`src/hw/rv_isa_pkg.sv`:
```
`default_nettype none

package rv_isa_pkg;

  // ==========================================================
  // machine widths
  // ==========================================================
  localparam int XLEN       = 32;
  localparam int REG_ADDR_W = 5;

  // addi x0, x0, 0
  localparam logic [31:0] NOP_INSTR = 32'h0000_0013;

  // ==========================================================
  // opcodes and function codes
  // ==========================================================
  localparam logic [6:0] OPC_LUI    = 7'b0110111;
  localparam logic [6:0] OPC_JAL    = 7'b1101111;
  localparam logic [6:0] OPC_BRANCH = 7'b1100011;
  localparam logic [6:0] OPC_LOAD   = 7'b0000011;
  localparam logic [6:0] OPC_STORE  = 7'b0100011;
  localparam logic [6:0] OPC_OP_IMM = 7'b0010011;
  localparam logic [6:0] OPC_OP     = 7'b0110011;

  localparam logic [2:0] F3_ADD_SUB = 3'b000;
  localparam logic [2:0] F3_SLT     = 3'b010;
  localparam logic [2:0] F3_XOR     = 3'b100;
  localparam logic [2:0] F3_OR      = 3'b110;
  localparam logic [2:0] F3_AND     = 3'b111;
  localparam logic [2:0] F3_BEQ     = 3'b000;
  localparam logic [2:0] F3_BNE     = 3'b001;
  // lw and sw share the word size code
  localparam logic [2:0] F3_WORD    = 3'b010;

  localparam logic [6:0] F7_BASE = 7'b0000000;
  localparam logic [6:0] F7_SUB  = 7'b0100000;

  typedef enum logic [2:0] {
    ALU_ADD,
    ALU_SUB,
    ALU_AND,
    ALU_OR,
    ALU_XOR,
    ALU_SLT
  } alu_op_t;

  // decoded control word, one per instruction
  typedef struct packed {
    alu_op_t alu_op;
    logic    use_imm;
    logic    reg_write;
    logic    mem_read;
    logic    mem_write;
    logic    branch;
    logic    branch_ne;
    logic    jump;
    logic    lui;
  } dec_ctrl_t;

endpackage

`default_nettype wire

```
`src/hw/rv_bus_pkg.sv`:
```
`default_nettype none

package rv_bus_pkg;

  // core side request, held until done
  typedef struct packed {
    logic        valid;
    logic        write;
    logic [31:0] addr;
    logic [31:0] wdata;
  } mem_req_t;

  typedef struct packed {
    logic        done;
    logic [31:0] rdata;
  } mem_rsp_t;

  // apb master signals
  typedef struct packed {
    logic        psel;
    logic        penable;
    logic        pwrite;
    logic [31:0] paddr;
    logic [31:0] pwdata;
  } apb_req_t;

  typedef struct packed {
    logic [31:0] prdata;
    logic        pready;
  } apb_rsp_t;

endpackage

`default_nettype wire

```
`src/hw/fetch_unit.sv`:
```
`timescale 1ns/1ps
`default_nettype none

module fetch_unit import rv_isa_pkg::*, rv_bus_pkg::*; #(
  parameter logic [XLEN-1:0] RESET_PC = '0
) (
  input  logic            clk,
  input  logic            rst_n_i,
  input  logic            issue_i,
  input  logic            redirect_i,
  input  logic [XLEN-1:0] target_i,
  output logic [31:0]     instr_o,
  output logic [XLEN-1:0] pc_o,
  output logic            instr_valid_o,
  output mem_req_t        req_o,
  input  mem_rsp_t        rsp_i
);

  logic [XLEN-1:0] pc_q;
  logic [XLEN-1:0] req_addr_q;
  logic [XLEN-1:0] buf_pc_q;
  logic [31:0]     buf_instr_q;
  logic            req_valid_q;
  logic            stale_q;
  logic            buf_valid_q;
  logic            launch;
  logic            accept;

  // one fetch outstanding at most, next one goes out once the slot frees
  assign launch = !req_valid_q && (!buf_valid_q || issue_i) && !redirect_i;
  assign accept = req_valid_q && rsp_i.done && !stale_q && !redirect_i;

  always_ff @(posedge clk or negedge rst_n_i) begin
    if (!rst_n_i) begin
      pc_q        <= RESET_PC;
      req_valid_q <= 1'b0;
      stale_q     <= 1'b0;
      buf_valid_q <= 1'b0;
    end else begin
      if (redirect_i) begin
        pc_q <= target_i;
      end else if (launch) begin
        pc_q <= pc_q + 4;
      end

      if (rsp_i.done) begin
        req_valid_q <= 1'b0;
        stale_q     <= 1'b0;
      end else if (launch) begin
        req_valid_q <= 1'b1;
      end else if (redirect_i && req_valid_q) begin
        // wrong path fetch still finishes on the bus
        stale_q <= 1'b1;
      end

      if (redirect_i) begin
        buf_valid_q <= 1'b0;
      end else if (accept) begin
        buf_valid_q <= 1'b1;
      end else if (issue_i) begin
        buf_valid_q <= 1'b0;
      end
    end
  end

  // payload stays put after issue, a load in flight still decodes from it
  always_ff @(posedge clk) begin
    if (launch) begin
      req_addr_q <= pc_q;
    end
    if (accept) begin
      buf_instr_q <= rsp_i.rdata;
      buf_pc_q    <= req_addr_q;
    end else if (redirect_i) begin
      buf_instr_q <= NOP_INSTR;
    end
  end

  assign req_o.valid = req_valid_q;
  assign req_o.write = 1'b0;
  assign req_o.addr  = req_addr_q;
  assign req_o.wdata = '0;

  assign instr_o       = buf_instr_q;
  assign pc_o          = buf_pc_q;
  assign instr_valid_o = buf_valid_q;

endmodule

`default_nettype wire

```
`src/hw/decode_unit.sv`:
```
`timescale 1ns/1ps
`default_nettype none

module decode_unit import rv_isa_pkg::*; (
  input  logic [31:0]           instr_i,
  output logic [REG_ADDR_W-1:0] rs1_o,
  output logic [REG_ADDR_W-1:0] rs2_o,
  output logic [REG_ADDR_W-1:0] rd_o,
  output logic [XLEN-1:0]       imm_o,
  output dec_ctrl_t             ctrl_o
);

  logic [6:0] opcode;
  logic [2:0] funct3;
  logic [6:0] funct7;

  assign opcode = instr_i[6:0];
  assign funct3 = instr_i[14:12];
  assign funct7 = instr_i[31:25];
  assign rd_o   = instr_i[11:7];
  assign rs1_o  = instr_i[19:15];
  assign rs2_o  = instr_i[24:20];

  // immediate by format
  always_comb begin
    case (opcode)
      OPC_STORE:  imm_o = {{20{instr_i[31]}}, instr_i[31:25], instr_i[11:7]};
      OPC_BRANCH: imm_o = {{19{instr_i[31]}}, instr_i[31], instr_i[7],
                           instr_i[30:25], instr_i[11:8], 1'b0};
      OPC_LUI:    imm_o = {instr_i[31:12], 12'b0};
      OPC_JAL:    imm_o = {{11{instr_i[31]}}, instr_i[31], instr_i[19:12],
                           instr_i[20], instr_i[30:21], 1'b0};
      default:    imm_o = {{20{instr_i[31]}}, instr_i[31:20]};
    endcase
  end

  // anything not matched below leaves every flag low
  always_comb begin
    ctrl_o        = '0;
    ctrl_o.alu_op = ALU_ADD;
    case (opcode)
      OPC_LUI: begin
        ctrl_o.reg_write = 1'b1;
        ctrl_o.lui       = 1'b1;
      end
      OPC_JAL: begin
        ctrl_o.reg_write = 1'b1;
        ctrl_o.jump      = 1'b1;
      end
      OPC_BRANCH: begin
        ctrl_o.branch    = (funct3 == F3_BEQ) || (funct3 == F3_BNE);
        ctrl_o.branch_ne = (funct3 == F3_BNE);
      end
      OPC_LOAD: begin
        ctrl_o.use_imm   = 1'b1;
        ctrl_o.mem_read  = (funct3 == F3_WORD);
        ctrl_o.reg_write = (funct3 == F3_WORD);
      end
      OPC_STORE: begin
        ctrl_o.use_imm   = 1'b1;
        ctrl_o.mem_write = (funct3 == F3_WORD);
      end
      OPC_OP_IMM: begin
        ctrl_o.use_imm   = 1'b1;
        ctrl_o.reg_write = (funct3 == F3_ADD_SUB);
      end
      OPC_OP: begin
        if (funct7 == F7_BASE || (funct7 == F7_SUB && funct3 == F3_ADD_SUB)) begin
          ctrl_o.reg_write = 1'b1;
          case (funct3)
            F3_ADD_SUB: ctrl_o.alu_op = (funct7 == F7_SUB) ? ALU_SUB : ALU_ADD;
            F3_SLT:     ctrl_o.alu_op = ALU_SLT;
            F3_XOR:     ctrl_o.alu_op = ALU_XOR;
            F3_OR:      ctrl_o.alu_op = ALU_OR;
            F3_AND:     ctrl_o.alu_op = ALU_AND;
            default:    ctrl_o.reg_write = 1'b0;
          endcase
        end
      end
      default: ;
    endcase
  end

endmodule

`default_nettype wire

```
`src/hw/reg_file.sv`:
```
`timescale 1ns/1ps
`default_nettype none

module reg_file import rv_isa_pkg::*; (
  input  logic                  clk,
  input  logic                  rst_n_i,
  input  logic [REG_ADDR_W-1:0] raddr1_i,
  input  logic [REG_ADDR_W-1:0] raddr2_i,
  output logic [XLEN-1:0]       rdata1_o,
  output logic [XLEN-1:0]       rdata2_o,
  input  logic                  we_i,
  input  logic [REG_ADDR_W-1:0] waddr_i,
  input  logic [XLEN-1:0]       wdata_i
);

  // x0 has no storage
  logic [XLEN-1:0] regs_q [1:31];

  always_ff @(posedge clk or negedge rst_n_i) begin
    if (!rst_n_i) begin
      for (int i = 1; i < 32; i++) begin
        regs_q[i] <= '0;
      end
    end else if (we_i && waddr_i != '0) begin
      regs_q[waddr_i] <= wdata_i;
    end
  end

  assign rdata1_o = (raddr1_i == '0) ? '0 : regs_q[raddr1_i];
  assign rdata2_o = (raddr2_i == '0) ? '0 : regs_q[raddr2_i];

endmodule

`default_nettype wire

```
`src/hw/alu_unit.sv`:
```
`timescale 1ns/1ps
`default_nettype none

module alu_unit import rv_isa_pkg::*; (
  input  dec_ctrl_t       ctrl_i,
  input  logic [XLEN-1:0] rs1_val_i,
  input  logic [XLEN-1:0] rs2_val_i,
  input  logic [XLEN-1:0] imm_i,
  input  logic [XLEN-1:0] pc_i,
  output logic [XLEN-1:0] result_o,
  output logic            taken_o,
  output logic [XLEN-1:0] target_o
);

  logic [XLEN-1:0] op2;
  logic [XLEN-1:0] alu_res;
  logic            equal;

  assign op2 = ctrl_i.use_imm ? imm_i : rs2_val_i;

  always_comb begin
    case (ctrl_i.alu_op)
      ALU_SUB: alu_res = rs1_val_i - op2;
      ALU_AND: alu_res = rs1_val_i & op2;
      ALU_OR:  alu_res = rs1_val_i | op2;
      ALU_XOR: alu_res = rs1_val_i ^ op2;
      ALU_SLT: alu_res = {{(XLEN-1){1'b0}}, $signed(rs1_val_i) < $signed(op2)};
      default: alu_res = rs1_val_i + op2;
    endcase
  end

  // writeback value select, lui and jal bypass the alu
  assign result_o = ctrl_i.lui  ? imm_i :
                    ctrl_i.jump ? pc_i + 4 : alu_res;

  // branch compare
  assign equal    = (rs1_val_i == rs2_val_i);
  assign taken_o  = ctrl_i.jump || (ctrl_i.branch && (ctrl_i.branch_ne ? !equal : equal));
  assign target_o = pc_i + imm_i;

endmodule

`default_nettype wire

```
`src/hw/lsu.sv`:
```
`timescale 1ns/1ps
`default_nettype none

module lsu import rv_isa_pkg::*, rv_bus_pkg::*; (
  input  logic            clk,
  input  logic            rst_n_i,
  input  logic            start_i,
  input  dec_ctrl_t       ctrl_i,
  input  logic [XLEN-1:0] addr_i,
  input  logic [XLEN-1:0] wdata_i,
  output mem_req_t        req_o,
  input  mem_rsp_t        rsp_i,
  output logic            done_o,
  output logic [XLEN-1:0] rdata_o
);

  logic            valid_q;
  logic            write_q;
  logic [XLEN-1:0] addr_q;
  logic [XLEN-1:0] wdata_q;

  always_ff @(posedge clk or negedge rst_n_i) begin
    if (!rst_n_i) begin
      valid_q <= 1'b0;
    end else if (start_i) begin
      valid_q <= 1'b1;
    end else if (rsp_i.done) begin
      valid_q <= 1'b0;
    end
  end

  // word accesses only, low address bits dropped
  always_ff @(posedge clk) begin
    if (start_i) begin
      write_q <= ctrl_i.mem_write;
      addr_q  <= {addr_i[XLEN-1:2], 2'b00};
      wdata_q <= wdata_i;
    end
  end

  assign req_o.valid = valid_q;
  assign req_o.write = write_q;
  assign req_o.addr  = addr_q;
  assign req_o.wdata = wdata_q;

  assign done_o  = rsp_i.done;
  assign rdata_o = rsp_i.rdata;

endmodule

`default_nettype wire

```
`src/hw/bus_arbiter.sv`:
```
`timescale 1ns/1ps
`default_nettype none

module bus_arbiter import rv_bus_pkg::*; (
  input  logic     clk,
  input  logic     rst_n_i,
  input  mem_req_t fetch_req_i,
  output mem_rsp_t fetch_rsp_o,
  input  mem_req_t lsu_req_i,
  output mem_rsp_t lsu_rsp_o,
  output apb_req_t apb_req_o,
  input  apb_rsp_t apb_rsp_i
);

  typedef enum logic [1:0] {
    ST_IDLE,
    ST_SETUP,
    ST_ACCESS
  } arb_state_t;

  arb_state_t state_q;
  logic       owner_lsu_q;
  mem_req_t   sel_req;
  logic       xfer_done;

  assign sel_req   = owner_lsu_q ? lsu_req_i : fetch_req_i;
  assign xfer_done = (state_q == ST_ACCESS) && apb_rsp_i.pready;

  // ==========================================================
  // grant and apb phase tracking
  // ==========================================================
  always_ff @(posedge clk or negedge rst_n_i) begin
    if (!rst_n_i) begin
      state_q     <= ST_IDLE;
      owner_lsu_q <= 1'b0;
    end else begin
      case (state_q)
        ST_IDLE: begin
          // data side first
          if (lsu_req_i.valid) begin
            owner_lsu_q <= 1'b1;
            state_q     <= ST_SETUP;
          end else if (fetch_req_i.valid) begin
            owner_lsu_q <= 1'b0;
            state_q     <= ST_SETUP;
          end
        end
        ST_SETUP: state_q <= ST_ACCESS;
        ST_ACCESS: begin
          if (apb_rsp_i.pready) begin
            state_q <= ST_IDLE;
          end
        end
        default: state_q <= ST_IDLE;
      endcase
    end
  end

  // requester holds its fields, so they drive the bus directly
  assign apb_req_o.psel    = (state_q != ST_IDLE);
  assign apb_req_o.penable = (state_q == ST_ACCESS);
  assign apb_req_o.pwrite  = sel_req.write;
  assign apb_req_o.paddr   = sel_req.addr;
  assign apb_req_o.pwdata  = sel_req.wdata;

  // completion goes to the owner only
  assign fetch_rsp_o.done  = xfer_done && !owner_lsu_q;
  assign fetch_rsp_o.rdata = apb_rsp_i.prdata;
  assign lsu_rsp_o.done    = xfer_done && owner_lsu_q;
  assign lsu_rsp_o.rdata   = apb_rsp_i.prdata;

endmodule

`default_nettype wire

```
`src/hw/core_sequencer.sv`:
```
`timescale 1ns/1ps
`default_nettype none

module core_sequencer import rv_isa_pkg::*; (
  input  logic      clk,
  input  logic      rst_n_i,
  input  logic      instr_valid_i,
  input  dec_ctrl_t ctrl_i,
  input  logic      taken_i,
  input  logic      lsu_done_i,
  output logic      issue_o,
  output logic      lsu_start_o,
  output logic      rf_we_o,
  output logic      wb_sel_mem_o,
  output logic      redirect_o
);

  typedef enum logic {
    ST_READY,
    ST_MEM_WAIT
  } seq_state_t;

  seq_state_t state_q;
  logic       is_mem;

  assign is_mem = ctrl_i.mem_read || ctrl_i.mem_write;

  always_ff @(posedge clk or negedge rst_n_i) begin
    if (!rst_n_i) begin
      state_q <= ST_READY;
    end else begin
      case (state_q)
        ST_READY: begin
          if (instr_valid_i && is_mem) begin
            state_q <= ST_MEM_WAIT;
          end
        end
        ST_MEM_WAIT: begin
          if (lsu_done_i) begin
            state_q <= ST_READY;
          end
        end
        default: state_q <= ST_READY;
      endcase
    end
  end

  // non-memory ops retire in their issue cycle
  assign issue_o      = (state_q == ST_READY) && instr_valid_i;
  assign lsu_start_o  = issue_o && is_mem;
  assign redirect_o   = issue_o && !is_mem && taken_i;
  assign wb_sel_mem_o = (state_q == ST_MEM_WAIT);

  // loads write back on done, stores carry no reg_write
  assign rf_we_o = ctrl_i.reg_write &&
                   ((issue_o && !is_mem) || (wb_sel_mem_o && lsu_done_i));

endmodule

`default_nettype wire

```
`src/hw/rv_core_top.sv`:
```
`timescale 1ns/1ps
`default_nettype none

module rv_core_top import rv_isa_pkg::*, rv_bus_pkg::*; #(
  parameter logic [XLEN-1:0] RESET_PC = '0
) (
  input  logic     clk,
  input  logic     rst_n_i,
  output apb_req_t apb_req_o,
  input  apb_rsp_t apb_rsp_i
);

  logic [31:0]           instr;
  logic [XLEN-1:0]       pc;
  logic                  instr_valid;
  logic                  issue;
  logic                  redirect;
  logic [XLEN-1:0]       target;
  logic [REG_ADDR_W-1:0] rs1;
  logic [REG_ADDR_W-1:0] rs2;
  logic [REG_ADDR_W-1:0] rd;
  logic [XLEN-1:0]       imm;
  dec_ctrl_t             ctrl;
  logic [XLEN-1:0]       rs1_val;
  logic [XLEN-1:0]       rs2_val;
  logic [XLEN-1:0]       alu_result;
  logic                  taken;
  logic                  lsu_start;
  logic                  lsu_done;
  logic [XLEN-1:0]       lsu_rdata;
  logic                  rf_we;
  logic                  wb_sel_mem;
  logic [XLEN-1:0]       rf_wdata;
  mem_req_t              fetch_req;
  mem_rsp_t              fetch_rsp;
  mem_req_t              lsu_req;
  mem_rsp_t              lsu_rsp;

  // ==========================================================
  // front end
  // ==========================================================
  fetch_unit #(
    .RESET_PC(RESET_PC)
  ) u_fetch (
    .clk          (clk),
    .rst_n_i      (rst_n_i),
    .issue_i      (issue),
    .redirect_i   (redirect),
    .target_i     (target),
    .instr_o      (instr),
    .pc_o         (pc),
    .instr_valid_o(instr_valid),
    .req_o        (fetch_req),
    .rsp_i        (fetch_rsp)
  );

  decode_unit u_decode (
    .instr_i(instr),
    .rs1_o  (rs1),
    .rs2_o  (rs2),
    .rd_o   (rd),
    .imm_o  (imm),
    .ctrl_o (ctrl)
  );

  // ==========================================================
  // execute and writeback
  // ==========================================================
  assign rf_wdata = wb_sel_mem ? lsu_rdata : alu_result;

  reg_file u_regs (
    .clk     (clk),
    .rst_n_i (rst_n_i),
    .raddr1_i(rs1),
    .raddr2_i(rs2),
    .rdata1_o(rs1_val),
    .rdata2_o(rs2_val),
    .we_i    (rf_we),
    .waddr_i (rd),
    .wdata_i (rf_wdata)
  );

  alu_unit u_alu (
    .ctrl_i   (ctrl),
    .rs1_val_i(rs1_val),
    .rs2_val_i(rs2_val),
    .imm_i    (imm),
    .pc_i     (pc),
    .result_o (alu_result),
    .taken_o  (taken),
    .target_o (target)
  );

  // address comes from the alu sum rs1 + imm
  lsu u_lsu (
    .clk    (clk),
    .rst_n_i(rst_n_i),
    .start_i(lsu_start),
    .ctrl_i (ctrl),
    .addr_i (alu_result),
    .wdata_i(rs2_val),
    .req_o  (lsu_req),
    .rsp_i  (lsu_rsp),
    .done_o (lsu_done),
    .rdata_o(lsu_rdata)
  );

  core_sequencer u_seq (
    .clk          (clk),
    .rst_n_i      (rst_n_i),
    .instr_valid_i(instr_valid),
    .ctrl_i       (ctrl),
    .taken_i      (taken),
    .lsu_done_i   (lsu_done),
    .issue_o      (issue),
    .lsu_start_o  (lsu_start),
    .rf_we_o      (rf_we),
    .wb_sel_mem_o (wb_sel_mem),
    .redirect_o   (redirect)
  );

  bus_arbiter u_arb (
    .clk        (clk),
    .rst_n_i    (rst_n_i),
    .fetch_req_i(fetch_req),
    .fetch_rsp_o(fetch_rsp),
    .lsu_req_i  (lsu_req),
    .lsu_rsp_o  (lsu_rsp),
    .apb_req_o  (apb_req_o),
    .apb_rsp_i  (apb_rsp_i)
  );

endmodule

`default_nettype wire

```
`config.mk`:
```
export PLATFORM = sky130hd
export DESIGN_NAME = rv_core_top
export DESIGN_NICKNAME = d
export VERILOG_FILES = /design/src/hw/rv_isa_pkg.sv /design/src/hw/rv_bus_pkg.sv /design/src/hw/fetch_unit.sv /design/src/hw/decode_unit.sv /design/src/hw/reg_file.sv /design/src/hw/alu_unit.sv /design/src/hw/lsu.sv /design/src/hw/bus_arbiter.sv /design/src/hw/core_sequencer.sv /design/src/hw/rv_core_top.sv
export SDC_FILE = /design/constraint.sdc
export NUM_CORES = 2
export LEC_CHECK = 0
export BUFFER_PORTS_ARGS = -buffer_cell sky130_fd_sc_hd__buf_2
export CAP_MARGIN = 25
export CORE_ASPECT_RATIO = 1.75
export CORE_MARGIN = 4
export CORE_UTILIZATION = 45
export DETAILED_ROUTE_END_ITERATION = 8
export GPL_TIMING_DRIVEN = 0
export PLACE_DENSITY = 0.69
export SYNTH_ARGS = -nofsm -noshare
export SYNTH_HDL_FRONTEND = slang
export SYNTH_SLANG_ARGS = --single-unit
```
`constraint.sdc`:
```
create_clock -name clk -period 10.6 [get_ports clk]
set_input_delay 1.06 -clock clk [delete_from_list [all_inputs] [get_ports clk]]
set_output_delay 1.06 -clock clk [all_outputs]
set_load 0.01 [all_outputs]
```
; Yosys cells after proc, flatten, opt, wreduce, memory -nomap -nowiden
; Index checks and enable logic that the tools add are counted.
; W data, S select, Z words.
[word_totals]
register_bits = 1191
latchBits = 0
ram_bits = 0
rom_bits = 0
inputBits = 35
out_inout_bits = 67
word_cells = 194
memories = 0
[classes]
add_sub_neg = 5
n_mul = 0
div_mod_pow = 0
n_lt_le_gt_ge = 5
eq_ne = 24
shift = 0
muxes = 55
n_bitwise = 7
n_reduce_logical = 53
[op_table]
columns = op, count
row1 = $bwmux W992, 1
row2 = $mux W32, 15
row3 = $bmux W32 S5, 2
row4 = $demux W32 S5, 1
row5 = $pmux W32 S5, 1
row6 = $pmux W31 S4, 1
row7 = $mux W65, 1
row8 = $add A32 B3 Y32 const B, 2
row9 = $add A32 B32 Y32, 2
row10 = $and A32 B32 Y32, 1
row11 = $eq A32 B32 Y1, 1
row12 = $lt A32 B32 Y1, 1
row13 = $or A32 B32 Y32, 1
row14 = $sub A32 B32 Y32, 1
row15 = $xor A32 B32 Y32, 1
row16 = $eq A7 B6 Y1 const B, 4
row17 = $mux W1, 23
row18 = $logic_and A1 B1 Y1, 20
row19 = $ge A6 B6 Y1 const B, 3
row20 = $not A5 Y6, 3
row21 = $eq A3 B3 Y1 const B, 5
row22 = $pmux W3 S5, 1
row23 = $eq A7 B7 Y1 const B, 2
row24 = $reduce_bool A2 Y1, 7
row25 = 27 further kinds, 49

; Logic depth before layout (Yosys ltp)
[depth]
word_depth = 15
ltp_mapped = 27
ltp_nobuf = 21

; Cells and area by module
; Synthesis repeated with hierarchy kept, for this count alone.
[hier_totals]
hier_cells = 5705
area_unflattened_um2 = 71911.5
[by_module_without_submodules]
columns = module, n_inst, cells_per_inst, area_per_inst_um2, seq_area_each_um2
row1 = reg_file, 1, 3627, 52959.5, 24823.8
row2 = alu_unit, 1, 1302, 8654.6, 0.0
row3 = fetch_unit, 1, 375, 5276.3, 3758.6
row4 = lsu, 1, 104, 2209.6, 1916.8
row5 = bus_arbiter, 1, 151, 1517.7, 75.1
row6 = decode_unit, 1, 99, 669.4, 0.0
row7 = rv_core_top, 1, 36, 544.3, 0.0
row8 = core_sequencer, 1, 11, 80.1, 25.0

; Least setup slack after synthesis
; Ideal clock, no wire load.
[synth_timing]
path_kind = reg2reg
from = reg u_fetch.buf_instr_q[13], in the netlist u_fetch.instr_o[13]
to = reg u_lsu.addr_q[10] (enable)
setup_ns = 0.669
arrival_time_ns = 7.777
setup_slack_ns = 2.154
stages_incl_launch_ff = 5
path_buffers = 2
synth_period_minus_slack_ns = 8.446
path_cell_list = edfxtp_1 clkbuf_1 buf_1 nand3_1 nor4b_1
[synth_via]
elab_chain_len = 4
elab_cells_between_ends = 5
[synth_lines]
columns = element, line
row1 = "start, declared", fetch_unit.sv:22  ; logic [31:0] buf_instr_q;
row2 = "start signal, assigned", fetch_unit.sv:72  ; buf_instr_q <= rsp_i.rdata;
row3 = $eq A3 B2 Y1 (*), "decode_unit.sv:56, decode_unit.sv:61"
row4 = $mux W1, decode_unit.sv:41  ; case (opcode)
row5 = $logic_or A1 B1 Y1 (*), core_sequencer.sv:26  ; assign is_mem = ctrl_i.mem_read || ctrl_i.mem_write;
row6 = $logic_and A1 B1 Y1 (*), core_sequencer.sv:50  ; assign lsu_start_o = issue_o && is_mem;
row7 = net lsu_start, rv_core_top.sv:28  ; logic lsu_start;
row8 = "end signal, assigned", lsu.sv:36  ; addr_q <= {addr_i[XLEN-1:2], 2'b00};
row9 = "end, declared", lsu.sv:19  ; logic [XLEN-1:0] addr_q;
; Mark *: on every way through the listed nets, which the timed path passes. The rest lies on a longest branch.
; A chain may end at the register's enable or synchronous reset.

; Worst setup path after layout
[layout_timing]
from = reg u_fetch.buf_instr_q[21], in the netlist u_fetch.instr_o[21]
to = reg u_regs.regs_q[637] (netlist name)
[layout_via]
elab_chain_len = 12
elab_cells_between_ends = 18
[layout_lines]
columns = element, line
row1 = $not A5 Y6 (not written as such), reg_file.sv:30  ; assign rdata2_o = (raddr2_i == '0) ? '0 : regs_q[raddr2_i];
row2 = $bmux W32 S5, reg_file.sv:30
row3 = $mux W32 (not written as such) (2 in a row), reg_file.sv:30
row4 = $mux W32 (*), reg_file.sv:30
row5 = net rs2_val[15], rv_core_top.sv:25  ; logic [XLEN-1:0] rs2_val;
row6 = $mux W32 (*), alu_unit.sv:19  ; assign op2 = ctrl_i.use_imm ? imm_i : rs2_val_i;
row7 = $add A32 B32 Y32 or $sub A32 B32 Y32 (tied branches), "alu_unit.sv:28, alu_unit.sv:23"
row8 = $pmux W32 S5 (*), alu_unit.sv:22  ; case (ctrl_i.alu_op)
row9 = $mux W32 (*), alu_unit.sv:34  ; ctrl_i.jump ? pc_i + 4 : alu_res;
row10 = $mux W32 (*), alu_unit.sv:33  ; assign result_o = ctrl_i.lui ? imm_i :
row11 = $mux W32 (*), rv_core_top.sv:69  ; assign rf_wdata = wb_sel_mem ? lsu_rdata : alu_result;
row12 = $bwmux W992 (*), reg_file.sv:25  ; regs_q[waddr_i] <= wdata_i;
row13 = "end signal, assigned by index", reg_file.sv:25
row14 = "end, declared", reg_file.sv:17  ; logic [XLEN-1:0] regs_q [1:31];
; Mark *: on every way through the listed nets, which the timed path passes. The rest lies on a longest branch. The select of a mux whose other input is x is not followed.

==> flow_metrics.py <==
metrics = {
    "outcome": {
        "status": "finished with violations",
        "violations": "DRC, slew limit, setup timing",
    },
    "clocking": {
        "cts_hold_buffers": 0,
        "numClockSinks": 1191,
        "clkSlewWorstSetupHoldPaths_ns": 0.07,
        "post-cts-setup-buffers": 0,
        "clk_latency_ns": 0.93,
        "h-tree-depth": 3,
        "postCtsResizedCells": 0,
        "numCtsBuffers": 117,
        "root_buffer": "clkbuf_16",
        "clockBufferDepth": 3,
        "cts_tree": "built",
    },
    "timing": {
        "hold_violations": 0,
        "worstMarginPinSlew_ns": 1.53,
        "fin_crit_ns": 11.24,
        "fin_crit_sh_pct": 106,
        "relSlewSlack_pct": -2.30,
        "clock.fmax_mhz": 89.0,
        "finClkSkew_ns": 0.0747,
        "rsz0062_at_grt": "false",
        "setup_slack_ns": -0.642,
        "setup_viol": 100,
        "finalMaxSlewViolations": 4,
        "holdWs_ns": 0.0791,
    },
    "final_layout": {
        "layout.nets": 6902,
        "fin_cells": 8896,
        "area_delta_synth_final_pct": 14.1,
        "drive_gt1_share_pct": 22.2,
        "stdcell_area_um2": 78500,
    },
    "routing": {
        "dr.first_iter.drc_count": 10429,
        "antenna_left": 0,
        "wl_um": 436000,
        "dr.pass1.iters": 9,
        "vias_per_cell": 7.37,
        "wl_per_cell_um": 49.0,
        "drc": 6,
        "vias": 65564,
    },
    "power_and_ir_drop": {
        "p_per_area_nw_per_um2": 206,
        "p_leak_nw": 33.7,
        "sw_frac_of_total_pct": 44.2,
        "p_int_w": 0.00904,
        "ir_worst_vdd_mv": 0.196,
        "pwr-share-comb_pct": 39.1,
        "p_seq_share_pct": 31.3,
        "p_clk_share_pct": 29.6,
        "p_sw_w": 0.00716,
    },
    "synth": {
        "synth.mux.area_fraction_pct": 21.7,
        "synth_area_um2": 68800,
        "synth_top_area_cell": "dfrtp_1",
        "synth_top_family_by_area": "multiplexers",
        "synth_compound_area_share_pct": 14.8,
        "synth_adder_area_share_pct": 2.43,
        "synth_nets": 6530,
        "ys_types": 100,
        "synth_top_area_share_pct": 37.5,
        "syn_inst": 6363,
        "synth_xor_area_share_pct": 1.71,
        "synthSimpleGateAreaFrac_pct": 10.4,
        "synth_seq_cells": 1191,
        "postSynth.asyncResetShare_pct": 86.6,
        "synth_warnings": 0,
        "ys.flop_type": "dfrtp_1",
        "synthTopCellsByArea": "dfrtp_1 (38%), mux4_2 (14%), edfxtp_1 (6.9%)",
        "synth_edf_count": 159,
        "synth_seq_area_share_pct": 44.5,
        "avgSynthCellArea_um2": 10.8,
    },
    "placed_design": {
        "gp_congestion": 1.11,
        "place_area_um2": 73800,
        "numPlacedInstances": 8600,
        "dpl.hpwl_um": 326000,
        "port_buffers": 101,
    },
    "worst_setup_path": {
        "crit_fanout": 12,
        "cp.required_ns": 11.32,
        "crit_top_cell": "o21ai_0",
        "end_kind": "flip-flop",
        "reg2reg_from": "u_fetch.instr_o[21]",
        "critPathKind": "flip-flop to flip-flop",
        "slowest_delay_ns": 0.88,
        "worst-r2r-cell-count": 23,
        "path_cells": "buf_4, buf_2, buf_2, clkbuf_4, clkbuf_4, a21oi_1, o21ai_0, nand4_1, o21ai_0, ha_1, clkbuf_1, inv_1, o21ai_0, a21oi_1, o31ai_1, or2_2, nand2_1, a31oi_1, o31a_1, nor3_1, o41a_1, clkbuf_1, o21ai_0",
        "reg2reg_slack_ns": -0.64,
        "r2r-end": "u_regs.regs_q[637]",
        "worstPathArrival_ns": 11.96,
        "crit_path_start_kind": "flip-flop",
        "slowest_stage": "buf_2",
    },
    "global_route": {
        "grt_pass1_wl_um": 574000,
        "grt_pass1_vias": 62745,
        "grt_overflow_total": 0,
        "grt_usage_pct": 53.8,
        "antenna_found_initial": 62,
        "grt_max_degree": 169,
    },
    "flow_run": {
        "drv_cap": 0,
    },
    "floorplanning": {
        "start_util_pct": 45.3,
        "die_x_um": 304,
        "die_area_um2": 159000,
        "coreArea_um2": 152000,
        "placementRows": 189,
        "die_h_um": 525,
        "boundaryPins": 102,
    },
    "worst_hold_path": {
        "hp-class": "input pin to asynchronous set/reset pin",
    },
}
-- cell type report --
type	count	area (um^2)
Tap cell	2005	2510
Multi-Input combinational cell	4473	35300
Fill cell	13971	73300
Inverter	147	552
Buffer	552	2600
Clock buffer	156	3270
Sequential cell	1191	30600
Antenna cell	53	133
Clock inverter	66	965
Timing Repair Buffer	253	2610
-- cells in the final DEF (no fill, tap or decap), drive strengths merged, types with 20 or more instances in the layout --
master / count
bufinv: 20
ha: 129
nand2: 776
a21o: 48
o211ai: 37
a21oi: 351
clkinv: 38
mux4: 414
nor3: 84
o21ai: 648
and2: 83
xnor2: 88
o22a: 21
a211oi: 30
nand2b: 22
a31oi: 116
a221oi: 85
clkbuf: 555
inv: 146
diode: 53
mux2i: 136
nor2b: 30
o22ai: 70
nor2: 420
nand3: 71
a22oi: 43
and3: 34
xor2: 46
dfrtp: 1032
edfxtp: 159
mux2: 374
buf: 404
-- worst max-delay path, delay by kind of cell, from the launching register on --
kind / cells / cell delay, ns
flip-flops: 1 / 0.37
AO/OA/AOI/OAI: 10 / 4.13
AND/OR/NAND/NOR: 4 / 1.59
adder cells (fa/ha/maj): 1 / 0.31
buffers and inverters: 8 / 4.49
-- metrics by stage --
step / power (W) / TNS (ns) / setup WS, ns / utilization [%]
after floorplan: 0.00771 / 0 / 2.15 / -
after global placement: 0.0107 / - / -14.89 / 47.3
after detailed placement: 0.0109 / 0 / 0.163 / 48.6
after CTS: 0.0155 / 0 / 0.131 / 51.4
after global routing: 0.0163 / 0 / 0.0304 / 51.6
final: 0.0162 / -25.41 / -0.642 / 51.7
-- how the worst max path moves through the flow --
stage                        startpoint            endpoint  depth (start not counted)
floorplan           u_fetch.instr_o[13]    u_lsu.addr_q[10]                          4
detailed placement  u_fetch.instr_o[21]    u_lsu.addr_q[26]                         23
CTS                 u_fetch.instr_o[21]    u_lsu.addr_q[26]                         23
global placement                rst_n_i  u_regs.regs_q[656]                          1
finish              u_fetch.instr_o[21]  u_regs.regs_q[637]                         23
global route        u_fetch.instr_o[21]  u_regs.regs_q[637]                         23
-- power groups by stage --
stage | Sequential [W] | Combinational (W) | Clock [W]
global placement | 0.00515 | 0.00550 | 0
finish | 0.00507 | 0.00634 | 0.00480
floorplan | 0.00504 | 0.00267 | 0
CTS | 0.00505 | 0.00574 | 0.00473
global route | 0.00507 | 0.00624 | 0.00494
detailed placement | 0.00514 | 0.00572 | 0
-- cells by family after synthesis --
logic type,Yosys count
compound gates,1652
xor+xnor,134
fa+ha+maj,132
buf+inv,699
flops,1191
mux,924
simple gates,1631
-- sequential cells by signal, summed over array words and instances, names as in the netlist, 2 cells and up --
| register | count |
|---|---|
| u_fetch.req_addr_q | 32 |
| u_fetch.pc_q | 32 |
| u_lsu.addr_q | 30 |
| u_lsu.wdata_q | 32 |
| u_arb.state_q | 2 |
| u_regs.regs_q | 992 |
| u_fetch.instr_o | 32 |
| u_fetch.pc_o | 32 |
-- synthesized netlist by cell type (all sizes together) (10+ instances only) --
master / n
mux2i: 136
a22oi: 43
nor2: 420
nor4: 17
o211a: 10
a21oi: 351
o211ai: 37
nand3: 71
or4: 16
or2: 14
nor2b: 30
a22o: 15
o21bai: 18
xor2: 46
o221ai: 14
buf: 159
ha: 129
a221o: 18
and2: 83
nand2: 776
a21o: 48
and3: 34
o21a: 19
o22a: 21
o21ai: 648
a211oi: 30
mux2: 374
a31oi: 116
dfrtp: 1032
inv: 144
a221oi: 85
clkbuf: 393
nand2b: 22
nor3: 84
xnor2: 88
mux4: 414
o31ai: 19
edfxtp: 159
or3: 17
o22ai: 70
nand4: 15
o31a: 11
-- metal layers --
metal / GRT usage (%) / part of all wire, %
met2: 78.3 / 43
met1: 50.3 / 29
met5: 2.93 / 0.12
met4: 62.5 / 15
met3: 27.7 / 13
(Power assumes the default switching activity.)
